--- config.mk ---
export PLATFORM = sky130hd
export DESIGN_NAME = biu2wb_bridge
export DESIGN_NICKNAME = d
export VERILOG_FILES = /design/src/biu_pkg.sv /design/src/biu2wb_bridge.sv
export SDC_FILE = /design/constraint.sdc
export NUM_CORES = 1
export LEC_CHECK = 0
export BUFFER_PORTS_ARGS = -buffer_cell sky130_fd_sc_hd__buf_2
export CAP_MARGIN = 30
export CORE_MARGIN = 4
export CORE_UTILIZATION = 45
export DETAILED_ROUTE_END_ITERATION = 8
export PLACE_DENSITY = 0.8
export SLEW_MARGIN = 20
export SYNTH_ARGS = -nofsm -noshare
export SYNTH_HDL_FRONTEND = slang
export SYNTH_SLANG_ARGS = --single-unit
--- constraint.sdc ---
create_clock -name HCLK -period 5.4 [get_ports HCLK]
set_clock_uncertainty 0.15 [all_clocks]
set_input_delay 0.81 -clock HCLK [delete_from_list [all_inputs] [get_ports HCLK]]
set_output_delay 0.81 -clock HCLK [all_outputs]
set_load 0.005 [all_outputs]
--- src/biu_pkg.sv ---
// shared bus encodings; select and address helpers assume a data bus of at most 64 bits
package biu_pkg;

  ////////////////////
  // core side encodings
  ////////////////////

  typedef enum logic [2:0] {
    BIU_SINGLE = 3'd0,
    BIU_INCR   = 3'd1,  // open length, runs as a single here
    BIU_WRAP4  = 3'd2,
    BIU_INCR4  = 3'd3,
    BIU_WRAP8  = 3'd4,
    BIU_INCR8  = 3'd5,
    BIU_WRAP16 = 3'd6,
    BIU_INCR16 = 3'd7
  } biu_type_e;

  typedef enum logic [2:0] {
    SIZE_BYTE  = 3'd0,
    SIZE_HWORD = 3'd1,
    SIZE_WORD  = 3'd2,
    SIZE_DWORD = 3'd3   // XLEN 64 only
  } biu_size_e;

  // protection field: bit 0 data/instr, bit 1 privileged, bit 2 cacheable
  localparam int PROT_PRIVILEGED = 1;

  ////////////////////
  // wishbone B3 tags
  ////////////////////

  typedef enum logic [2:0] {
    CTI_CLASSIC = 3'b000,
    CTI_CONST   = 3'b001,
    CTI_INCR    = 3'b010,
    CTI_EOB     = 3'b111
  } wb_cti_e;

  typedef enum logic [1:0] {
    BTE_LINEAR = 2'b00,
    BTE_WRAP4  = 2'b01,
    BTE_WRAP8  = 2'b10,
    BTE_WRAP16 = 2'b11
  } wb_bte_e;

  // beats in a burst less one
  function automatic logic [3:0] burst_beats(biu_type_e burst);
    case (burst)
      BIU_WRAP4, BIU_INCR4:   return 4'd3;
      BIU_WRAP8, BIU_INCR8:   return 4'd7;
      BIU_WRAP16, BIU_INCR16: return 4'd15;
      default:                return 4'd0;  // single, open incr
    endcase
  endfunction

  function automatic wb_bte_e type_to_bte(biu_type_e burst);
    case (burst)
      BIU_WRAP4:  return BTE_WRAP4;
      BIU_WRAP8:  return BTE_WRAP8;
      BIU_WRAP16: return BTE_WRAP16;
      default:    return BTE_LINEAR;
    endcase
  endfunction

  // byte lanes of one transfer, lane 0 at bit 0
  function automatic logic [7:0] byte_sel(biu_size_e size, logic [2:0] adr_lsb,
                                          int unsigned bus_bytes);
    logic [7:0]  lanes;
    int unsigned offs;
    offs = adr_lsb & (bus_bytes - 1);
    case (size)
      SIZE_BYTE:  lanes = 8'h01;
      SIZE_HWORD: lanes = 8'h03;
      SIZE_WORD:  lanes = 8'h0f;
      default:    lanes = 8'hff;
    endcase
    lanes = lanes << offs;
    if (bus_bytes < 8) lanes = lanes & 8'((1 << bus_bytes) - 1);  // trim to bus width
    return lanes;
  endfunction

  // next beat address; word stepped, wraps inside the aligned block
  function automatic logic [63:0] wb_next_adr(logic [63:0] adr, wb_bte_e bte,
                                              int unsigned bus_bytes);
    logic [63:0] step;
    logic [63:0] mask;
    step = (adr & ~64'(bus_bytes - 1)) + 64'(bus_bytes);
    case (bte)
      BTE_WRAP4:  mask = 64'(4 * bus_bytes - 1);
      BTE_WRAP8:  mask = 64'(8 * bus_bytes - 1);
      BTE_WRAP16: mask = 64'(16 * bus_bytes - 1);
      default:    mask = '1;  // linear
    endcase
    return (adr & ~mask) | (step & mask);
  endfunction

endpackage

--- src/biu2wb_bridge.sv ---
// one request in flight; bursts step by bus words so sub-word sizes suit singles only; no retry
`timescale 1ns/10ps

module biu2wb_bridge #(
  parameter int XLEN = 32,
  parameter int PLEN = 32
) (
  input  logic                 HCLK,
  input  logic                 HRESETn,

  // core side
  input  logic                 biu_stb_i,
  output logic                 biu_stb_ack_o,   // request taken
  output logic                 biu_d_ack_o,     // write word consumed, present next
  input  logic [PLEN-1:0]      biu_adri_i,
  output logic [PLEN-1:0]      biu_adro_o,
  input  biu_pkg::biu_size_e   biu_size_i,
  input  biu_pkg::biu_type_e   biu_type_i,
  input  logic [2:0]           biu_prot_i,
  input  logic                 biu_lock_i,
  input  logic                 biu_we_i,
  input  logic [XLEN-1:0]      biu_d_i,
  output logic [XLEN-1:0]      biu_q_o,
  output logic                 biu_ack_o,       // beat done
  output logic                 biu_err_o,       // burst aborted

  // wishbone master
  output logic [PLEN-1:0]      wb_adr_o,
  output logic [XLEN-1:0]      wb_dat_o,
  output logic [XLEN/8-1:0]    wb_sel_o,
  output logic                 wb_we_o,
  output logic                 wb_cyc_o,
  output logic                 wb_stb_o,
  output biu_pkg::wb_cti_e     wb_cti_o,
  output biu_pkg::wb_bte_e     wb_bte_o,
  output logic [2:0]           wb_tga_o,        // protection bits
  input  logic [XLEN-1:0]      wb_dat_i,
  input  logic                 wb_ack_i,
  input  logic                 wb_err_i
);

  localparam int BUS_BYTES = XLEN / 8;

  typedef enum logic [1:0] {
    ST_IDLE,
    ST_BURST,
    ST_LOCK    // cyc held, waiting for next request
  } state_e;

  state_e                 state;
  logic [3:0]             beat_cnt;    // beats left after current one
  biu_pkg::biu_size_e     size_q;
  logic                   lock_q;
  logic                   take_req;
  logic                   last_beat;
  logic                   beat_done;
  logic [PLEN-1:0]        adr_nxt;
  logic [BUS_BYTES-1:0]   sel_start;
  logic [BUS_BYTES-1:0]   sel_nxt;

  ////////////////////
  // beat bookkeeping
  ////////////////////

  assign take_req  = biu_stb_i & (state != ST_BURST);    // idle or lock hold
  assign last_beat = (beat_cnt == 4'd0);
  assign beat_done = (state == ST_BURST) & wb_ack_i;

  // address of the following beat, wrap taken from bte
  assign adr_nxt = PLEN'(biu_pkg::wb_next_adr(64'(wb_adr_o), wb_bte_o, BUS_BYTES));

  assign sel_start = BUS_BYTES'(biu_pkg::byte_sel(biu_size_i, 3'(biu_adri_i), BUS_BYTES));
  assign sel_nxt   = BUS_BYTES'(biu_pkg::byte_sel(size_q, 3'(adr_nxt), BUS_BYTES));

  ////////////////////
  // cycle control FSM
  ////////////////////

  always_ff @(posedge HCLK or negedge HRESETn) begin
    if (!HRESETn) begin
      state         <= ST_IDLE;
      beat_cnt      <= 4'd0;
      lock_q        <= 1'b0;
      wb_cyc_o      <= 1'b0;
      wb_stb_o      <= 1'b0;
      wb_we_o       <= 1'b0;
      wb_cti_o      <= biu_pkg::CTI_CLASSIC;
      wb_bte_o      <= biu_pkg::BTE_LINEAR;
      biu_stb_ack_o <= 1'b0;
      biu_d_ack_o   <= 1'b0;
      biu_err_o     <= 1'b0;
    end else begin
      biu_stb_ack_o <= 1'b0;  // pulses
      biu_d_ack_o   <= 1'b0;
      biu_err_o     <= 1'b0;

      case (state)
        ST_IDLE, ST_LOCK: begin
          if (take_req) begin
            state    <= ST_BURST;
            wb_cyc_o <= 1'b1;
            wb_stb_o <= 1'b1;   // rises on the edge that samples the strobe
            wb_we_o  <= biu_we_i;
            beat_cnt <= biu_pkg::burst_beats(biu_type_i);
            wb_bte_o <= biu_pkg::type_to_bte(biu_type_i);
            // a lone beat is classic, a burst opens incrementing
            wb_cti_o <= (biu_pkg::burst_beats(biu_type_i) == 4'd0) ?
                        biu_pkg::CTI_CLASSIC : biu_pkg::CTI_INCR;
            lock_q        <= biu_lock_i;
            biu_stb_ack_o <= 1'b1;
            biu_d_ack_o   <= biu_we_i;  // first word latched with the request
          end
        end

        ST_BURST: begin
          if (wb_err_i) begin
            // slave refused, abort rest of burst
            beat_cnt  <= 4'd0;
            wb_stb_o  <= 1'b0;
            wb_we_o   <= 1'b0;
            wb_cyc_o  <= lock_q;
            state     <= lock_q ? ST_LOCK : ST_IDLE;
            biu_err_o <= 1'b1;
          end else if (wb_ack_i) begin
            if (last_beat) begin
              wb_stb_o <= 1'b0;
              wb_we_o  <= 1'b0;
              wb_cyc_o <= lock_q;         // locked, keep the bus
              state    <= lock_q ? ST_LOCK : ST_IDLE;
            end else begin
              beat_cnt    <= beat_cnt - 4'd1;
              wb_cti_o    <= (beat_cnt == 4'd1) ? biu_pkg::CTI_EOB : biu_pkg::CTI_INCR;
              biu_d_ack_o <= wb_we_o;     // ask core for the next word
            end
          end
        end

        default: state <= ST_IDLE;
      endcase
    end
  end

  ////////////////////
  // address and data
  ////////////////////

  always_ff @(posedge HCLK) begin
    if (take_req) begin
      wb_adr_o <= biu_adri_i;
      wb_sel_o <= sel_start;
      wb_dat_o <= biu_d_i;
      wb_tga_o <= biu_prot_i;
      size_q   <= biu_size_i;
    end else if (beat_done && !last_beat) begin
      wb_adr_o <= adr_nxt;
      wb_sel_o <= sel_nxt;
      if (wb_we_o) wb_dat_o <= biu_d_i;  // word presented after last d_ack
    end
  end

  // read return straight from the slave
  assign biu_ack_o  = wb_ack_i & wb_stb_o;
  assign biu_q_o    = wb_dat_i;
  assign biu_adro_o = wb_adr_o;  // address of the beat being acked

endmodule

Word level (Yosys, flattened, before mapping)
Index checks and enable logic that the tools add are counted.

storage, ports and cells
  register bits = 92
  bits of input ports = 112
  logic and storage cells = 125

cells by class
  add/sub/neg operators = 2
  equal/unequal tests = 24
  shift-type cells = 2
  muxes and demuxes = 53
  bitwise logic cells = 7
  reductions and logical operators = 21

operators by type and width
  cell                     number
  $mux W32                 5
  $pmux W32 S3             1
  $and A32 B32 Y32         2
  $pmux W8 S3              2
  $add A32 B3 Y32 const B  1
  $not A32 Y32             1
  $or A32 B32 Y32          1
  $mux W4                  7
  $mux W1                  18
  $shl A8 B2 Y4            2
  $mux W3                  5
  $eq A3 B2 Y1 const B     4
  $eq A3 B3 Y1 const B     4
  $mux W2                  6
  $pmux W4 S3              1
  $ne A3 B3 Y1 const B     3
  $logic_not A4 Y1         2
  $ne A2 B2 Y1 const B     4
  $pmux W1 S2              4
  $pmux W4 S2              1
  $reduce_and A4 Y1        2
  $reduce_or A2 Y1         4
  $eq A2 B2 Y1 const B     3
  $eq A3 B1 Y1 const B     2
  16 further kinds         24

Longest topological paths before layout
Gate-level depths: netlist of the first run.

  word-level depth = 9
  mapped depth = 7
  mapped depth without buffers = 6

Worst setup path after synthesis of the first run
No wires, ideal clock.

  path kind = register to register
  start point = reg beat_cnt[0]
  end point = reg wb_dat_o[0] (enable)
  library setup time = 0.466 ns
  arrival time = 3.374 ns
  required time = 4.784 ns
  path slack = 1.410 ns
  stages on the path, launching flop included = 6
  path buffers = 0
  cells stage by stage = dfrtp_1 > inv_1 > ha_1 > or3b_2 > nand3_1 > o21ai_0

between the ends
  longest elaborated chain between the ends = 5

ends and longest elaborated chain
  element                              line                  text
  from (decl)                          biu2wb_bridge.sv:51   logic [3:0] beat_cnt;
  from (signal assigned)               biu2wb_bridge.sv:104  beat_cnt <= biu_pkg::burst_beats(biu_type_i);
  from (signal assigned)               biu2wb_bridge.sv:131  beat_cnt <= beat_cnt - 4'd1;
  $logic_not A4 Y1                     biu2wb_bridge.sv:66   assign last_beat = (beat_cnt == 4'd0);
  $logic_not A1 Y1                     biu2wb_bridge.sv:154  end else if (beat_done && !last_beat) begin
  $logic_and A1 B1 Y1                  biu2wb_bridge.sv:154
  $reduce_bool A2 Y1 (no source line)  --
  $reduce_and A2 Y1 (no source line)   --
  to (signal assigned)                 biu2wb_bridge.sv:151  wb_dat_o <= biu_d_i;
  to (signal assigned)                 biu2wb_bridge.sv:157  if (wb_we_o) wb_dat_o <= biu_d_i;
  to (decl)                            biu2wb_bridge.sv:29   output logic [XLEN-1:0] wb_dat_o,

No other way between the ends.
A chain may end at the register's enable or synchronous reset.

==> results of run 1 <==
==> worst max path at each step <==
stage          cells past startpoint  slack (ns)                    end
6_report                           5        2.70              flip-flop
5_1_grt                            5        2.49              flip-flop
4_1_cts                            5        2.70              flip-flop
3_5_place_dp                       5        2.53              flip-flop
3_3_place_gp                       5        2.55              flip-flop
2_1_floorplan                      5        1.41  wb_dat_o[0]$_DFFE_PP_
==> power breakdown <==
group	total, mW	switching [mW]	internal, mW
sequential	1.25	0.209	1.04
combinational	0.856	0.480	0.375
clock	0.468	0.280	0.188
==> per-stage QoR <==
step / setup WS, ns / cells
after global placement: 2.55 / 676
after detailed placement: 2.53 / 676
after floorplan: 1.41 / 421
final: 2.70 / 692
after global routing: 2.49 / 692
after CTS: 2.70 / 692
==> layer usage <==
layer  vias up  wire [µm]
met5         -          0
met4         0        292
met3        31        968
met2       171       6040
met1      1793       4460
li1       1750          -
==> logic make-up (layout without fill, tap and decap cells) <==
family / after synthesis / after routing / share of synthesized area
AO/OA/AOI/OAI: 69 / 69 / 0.0981
XOR/XNOR: 14 / 14 / 0.0261
flip-flops: 91 / 91 / 0.564
adder cells (fa/ha/maj): 5 / 5 / 0.0133
AND/OR/NAND/NOR: 146 / 146 / 0.164
multiplexers: 3 / 3 / 0.00720
buffers and inverters: 93 / 228 / 0.127
==> cell usage in the layout, fill, tap and decap left out, types with 3 or more instances in the layout <==
cell / count
buf_2: 194
o31ai_1: 4
nor3_1: 7
nand2_1: 50
and3_1: 4
o211ai_1: 9
dfrtp_1: 17
xor2_1: 4
o2111ai_1: 3
nand3_1: 21
ha_1: 5
nor2_1: 14
o21a_1: 3
inv_8: 3
nand4_1: 11
o21ai_0: 22
inv_1: 14
o22ai_1: 4
edfxtp_1: 74
mux2_2: 3
xnor2_1: 10
nor4_1: 6
or4_1: 11
nand2b_1: 5
a21oi_1: 7
clkbuf_8: 9
==> cell type report <==
class	count	area, µm²
inverter	16	60.1
tap	136	170
clock inverter	7	83.8
fill	925	4700
clock buffer	9	124
timing repair buffer	196	986
multi-input combinational	237	1460
sequential	91	2650
==> results.py, run 1 <==
metrics = {
    "outcome": {
        "status": "finished clean",
    },
    "synth": {
        "synth-seq-cells": 91,
        "ys_top_cells_by_area": "edfxtp_1 47%, buf_4 10%, dfrtp_1 9.1%",
        "postSynth.asyncResetShare": 0.187,
        "synth_area_per_cell_um2": 11.2,
        "synthCells": 421,
        "ys_seq_area_frac": 0.564,
        "ys_top_cells_by_count": "74 x edfxtp_1, 65 x buf_4, 50 x nand2_1",
        "yosysTopAreaCell": "edfxtp_1",
        "synthFlopType": "edfxtp_1",
        "synth_enable_flop_cells": 74,
        "yosys.area.top_type_share": 0.473,
        "yosysMostFrequentCell": "edfxtp_1",
        "synthDistinctLibCells": 54,
        "syn_nets": 538,
        "yosysWarnings": 0,
        "syn_area_um2": 4690,
    },
    "worst_setup_path": {
        "crit_buf_inv": 1,
        "crit_slowest_cell": "or4_1",
        "worstReg2RegStart": "state[1]$_DFFE_PN0P_",
        "cp_data_required_time_ns": 5.48,
        "rrSetupSlack_ns": 2.70,
        "cp-startpoint": "state[1]$_DFFE_PN0P_",
        "worstPathArrival_ns": 2.78,
        "reg2reg_depth": 5,
        "cp-start-kind": "flip-flop",
        "path_cells": "nand2b_1 > nand2_1 > inv_2 > or4_1 > nand3_1",
        "worstSetupPathType": "flip-flop to flip-flop",
        "crit_fanout": 42,
        "crit_family": "simple AND/OR/NAND/NOR gates",
        "critical-path-max-stage-delay_ns": 0.62,
        "endpoint_kind": "flip-flop",
    },
    "detailed_routing": {
        "vias": 3745,
        "wl_um": 11800,
        "dr.pass1.iters": 5,
        "antenna_left": 0,
        "viasPerCell": 5.41,
        "drc_errors": 0,
        "wl_per_cell_um": 17.0,
        "drtIter0Drc": 301,
    },
    "timing": {
        "setup_tns_ns": 0,
        "timing.hold.ws_ns": 0.205,
        "worstMarginPinSlew_ns": 0.813,
        "finalCritPeriodShare": 0.500,
        "slew_headroom": 0.458,
        "setup_viol": 0,
        "slew_violations": 0,
        "period_needed_ns": 2.70,
        "timing.fmax_mhz": 370,
        "hold_viol": 0,
        "rsz0062_at_grt": "no",
    },
    "pwr": {
        "ir_drop_mv": 0.210,
        "total_power_mw": 2.57,
        "p_leak_nw": 2.33,
        "pwr_density_cell_nw_per_um2": 465,
    },
    "global_routing": {
        "antenna_found_initial": 0,
        "met3_usage": 0.0291,
        "grt-busiest-layer": "met2",
        "grt_max_degree": 43,
        "grt_first_pass_wirelength_um": 17500,
        "grt_pass1_vias": 3467,
        "grtUsageMet1": 0.235,
        "grt_usage": 0.187,
        "overflow": 0,
        "grt_use_met2": 0.317,
    },
    "die": {
        "die_area_um2": 12100,
        "core_area_um2": 10200,
        "die_w_um": 110,
        "initial_core_util": 0.459,
        "pin_count": 259,
        "fp.dieH_um": 110,
        "rows": 37,
    },
    "clock_tree": {
        "cts_setup_buffers": 0,
        "root_buffer": "clkbuf_8",
        "ctsHoldBuffers": 0,
        "htree_levels": 3,
        "clock_latency_ns": 0.37,
        "cts.sinks": 91,
        "cts_buffers": 9,
        "path_clk_slew_ns": 0.10,
        "cts_resized": 0,
        "clockBufferDepth": 2,
        "cts_tree": "built",
    },
    "placement": {
        "place_congestion": 0.895,
        "port_buffers": 194,
        "hpwl_um": 8910,
        "placed_area_um2": 5320,
    },
    "cells_and_area": {
        "drive_gt1_frac": 0.406,
        "final_area_um2": 5530,
        "layout.nets": 668,
        "antenna_cells": 0,
        "final_util": 0.541,
        "syn2layout_area_growth_pct": 17.8,
    },
    "worst_hold_path": {
        "hp-class": "input pin to asynchronous set/reset pin",
    },
    "run": {
        "drv_cap": 0,
    },
}
(Power assumes the default switching activity.)
==> run 2, diff against run 1 <==
==> constraint.sdc (replaced) <==
create_clock -name HCLK -period 2.7 [get_ports HCLK]
set_clock_uncertainty 0.15 [all_clocks]
set_input_delay 0.405 -clock HCLK [delete_from_list [all_inputs] [get_ports HCLK]]
set_output_delay 0.405 -clock HCLK [all_outputs]
set_load 0.005 [all_outputs]
==> run 2 against run 1 <==
Net effect: global-route usage is 0.56 points higher; maximum frequency is 8.8% higher; sequential power is 98% higher; non-clock buffer count is 9 higher; critical path depth is 1 lower; final cell count is 1.3% higher; count of clock-buffer cells in the layout is 4 higher; largest power group unchanged.
==> results.py, run 2 (synthesized netlist as in run 1, its figures left out) <==
metrics = {
    "outcome": {
        "status": "finished clean",
    },
    "clock_tree": {
        "cts_tree": "built",
        "cts.sinks": 91,
        "clockBufferDepth": 2,
        "cts_resized": 0,
        "path_clk_slew_ns": 0.09,
        "cts_setup_buffers": 0,
        "root_buffer": "clkbuf_8",
        "cts_buffers": 9,
        "clock_latency_ns": 0.36,
        "htree_levels": 3,
    },
    "global_routing": {
        "grt_first_pass_wirelength_um": 17900,
        "overflow": 0,
        "antenna_found_initial": 0,
        "grt_pass1_vias": 3565,
        "grt_max_degree": 33,
        "grt_usage": 0.192,
    },
    "timing": {
        "hold_viol": 0,
        "finalCritPeriodShare": 0.920,
        "setup_viol": 0,
        "setup_tns_ns": 0,
        "period_needed_ns": 2.48,
        "rsz0062_at_grt": "no",
        "worstMarginPinSlew_ns": 0.537,
        "slew_violations": 0,
        "slew_headroom": 0.642,
        "timing.fmax_mhz": 403,
    },
    "worst_setup_path": {
        "cp-start-kind": "flip-flop",
        "cp_data_required_time_ns": 2.65,
        "crit_fanout": 10,
        "endpoint_kind": "flip-flop",
        "worstSetupPathType": "flip-flop to flip-flop",
        "worstPathArrival_ns": 2.43,
        "reg2reg_depth": 4,
        "rrSetupSlack_ns": 0.22,
    },
    "placement": {
        "hpwl_um": 9360,
        "place_congestion": 0.857,
        "placed_area_um2": 5400,
        "dp.cells": 684,
        "port_buffers": 194,
    },
    "run": {
        "drv_cap": 0,
    },
    "cells_and_area": {
        "finalNonFillerCells": 701,
        "final_common_cell": "buf_2",
        "layout.nets": 677,
        "syn2layout_area_growth_pct": 19.6,
        "final_cell_mix": "194 x buf_2, 74 x edfxtp_1, 50 x nand2_1",
        "final_area_um2": 5610,
        "antenna_cells": 0,
        "nFillCells": 915,
        "drive_gt1_frac": 0.411,
        "final_util": 0.549,
    },
    "worst_hold_path": {
        "hold_end": "wb_dat_o[2]$_DFFE_PP_",
        "min-delay-start": "biu_d_i[2]",
        "min_path_cells": 1,
        "hp-class": "input pin to flip-flop",
    },
    "pwr": {
        "p_int_mw": 3.34,
        "switchingPower_mw": 1.89,
        "p_leak_nw": 2.38,
        "switching_share": 0.362,
        "sequentialPowerShare": 0.473,
        "pwr_density_cell_nw_per_um2": 932,
        "p_clk_frac": 0.180,
        "power_frac_comb": 0.348,
        "ir_drop_mv": 0.417,
    },
    "die": {
        "rows": 37,
        "die_area_um2": 12100,
        "die_w_um": 110,
        "pin_count": 259,
        "initial_core_util": 0.459,
        "core_area_um2": 10200,
        "fp.dieH_um": 110,
    },
    "detailed_routing": {
        "viasPerCell": 5.35,
        "wl_um": 12100,
        "antenna_left": 0,
        "drc_errors": 0,
        "dr.pass1.iters": 4,
        "vias": 3751,
        "wl_per_cell_um": 17.3,
        "drtIter0Drc": 338,
    },
}
## run 2: cell count changes in the layout (fill, tap and decap cells not counted)
cell           previous run  this run
inv_4                     0         1
clkinv_8                  2         0
buf_12                    0         1
inv_8                     3         1
dlygate4sd3_1             0         1
inv_6                     2         0
clkbuf_16                 0         2
buf_4                     2         9
clkinv_4                  0         1
clkbuf_1                  0         2
## run 2: worst max-delay path by stage
stage | cells after the start | from | to | slack (ns)
global route | 4 | flip-flop | flip-flop | 0.09
detailed placement | 4 | flip-flop | flip-flop | 0.26
CTS | 4 | flip-flop | flip-flop | 0.23
floorplan | 5 | beat_cnt[0]$_DFFE_PN0P_ | wb_dat_o[0]$_DFFE_PP_ | 0.15
finish | 4 | flip-flop | flip-flop | 0.22
global placement | 4 | flip-flop | flip-flop | 0.37
## run 2: power groups by stage
stage,Combinational (mW),Sequential (mW),Clock [mW]
floorplan,1.15,2.47,0
global placement,1.80,2.46,0
detailed placement,1.84,2.50,0
finish,1.82,2.47,0.942
global route,2.05,2.53,1.03
CTS,1.84,2.47,0.971
## run 2: metrics by stage
stage | power (mW) | hold slack [ns] | worst slack, ns
5_1_grt | 5.61 | 0.0363 | 0.0947
2_1_floorplan | 3.62 | -0.0406 | 0.146
3_5_place_dp | 4.34 | 0.196 | 0.258
6_report | 5.23 | 0.0642 | 0.217
3_3_place_gp | 4.26 | 0.187 | 0.365
4_1_cts | 5.28 | 0.0388 | 0.230
## run 2: routing by layer
| layer | global-route usage | share of wire | vias up |
|---|---|---|---|
| met5 | 0 | 0 | - |
| met4 | 0.101 | 0.017 | 0 |
| met3 | 0.0483 | 0.096 | 20 |
| met2 | 0.333 | 0.53 | 169 |
| met1 | 0.219 | 0.36 | 1790 |
| li1 | - | - | 1772 |
## run 2: cell type report
cell class | count | area [µm²] | share of cell area
well taps | 136 | 170 | 0.0303
clock buffers | 13 | 181 | 0.0323
clock inverters | 3 | 26.3 | 0.00468
repair buffers | 205 | 1070 | 0.190
inverters | 16 | 60.1 | 0.0107
flip-flops and latches | 91 | 2650 | 0.472
multi-input cells | 237 | 1460 | 0.260
## run 2: critical path, stage by stage (launching register included)
cell      delay, ns
edfxtp_1       0.53
nand4_4        0.21
or4_1          0.72
o311a_1        0.36
a221o_1        0.26
## run 2: timing repair
action                                 CTS  global route
endpoints found under the hold margin   17             0
setup endpoints to repair                0             0
hold buffers                             1             0
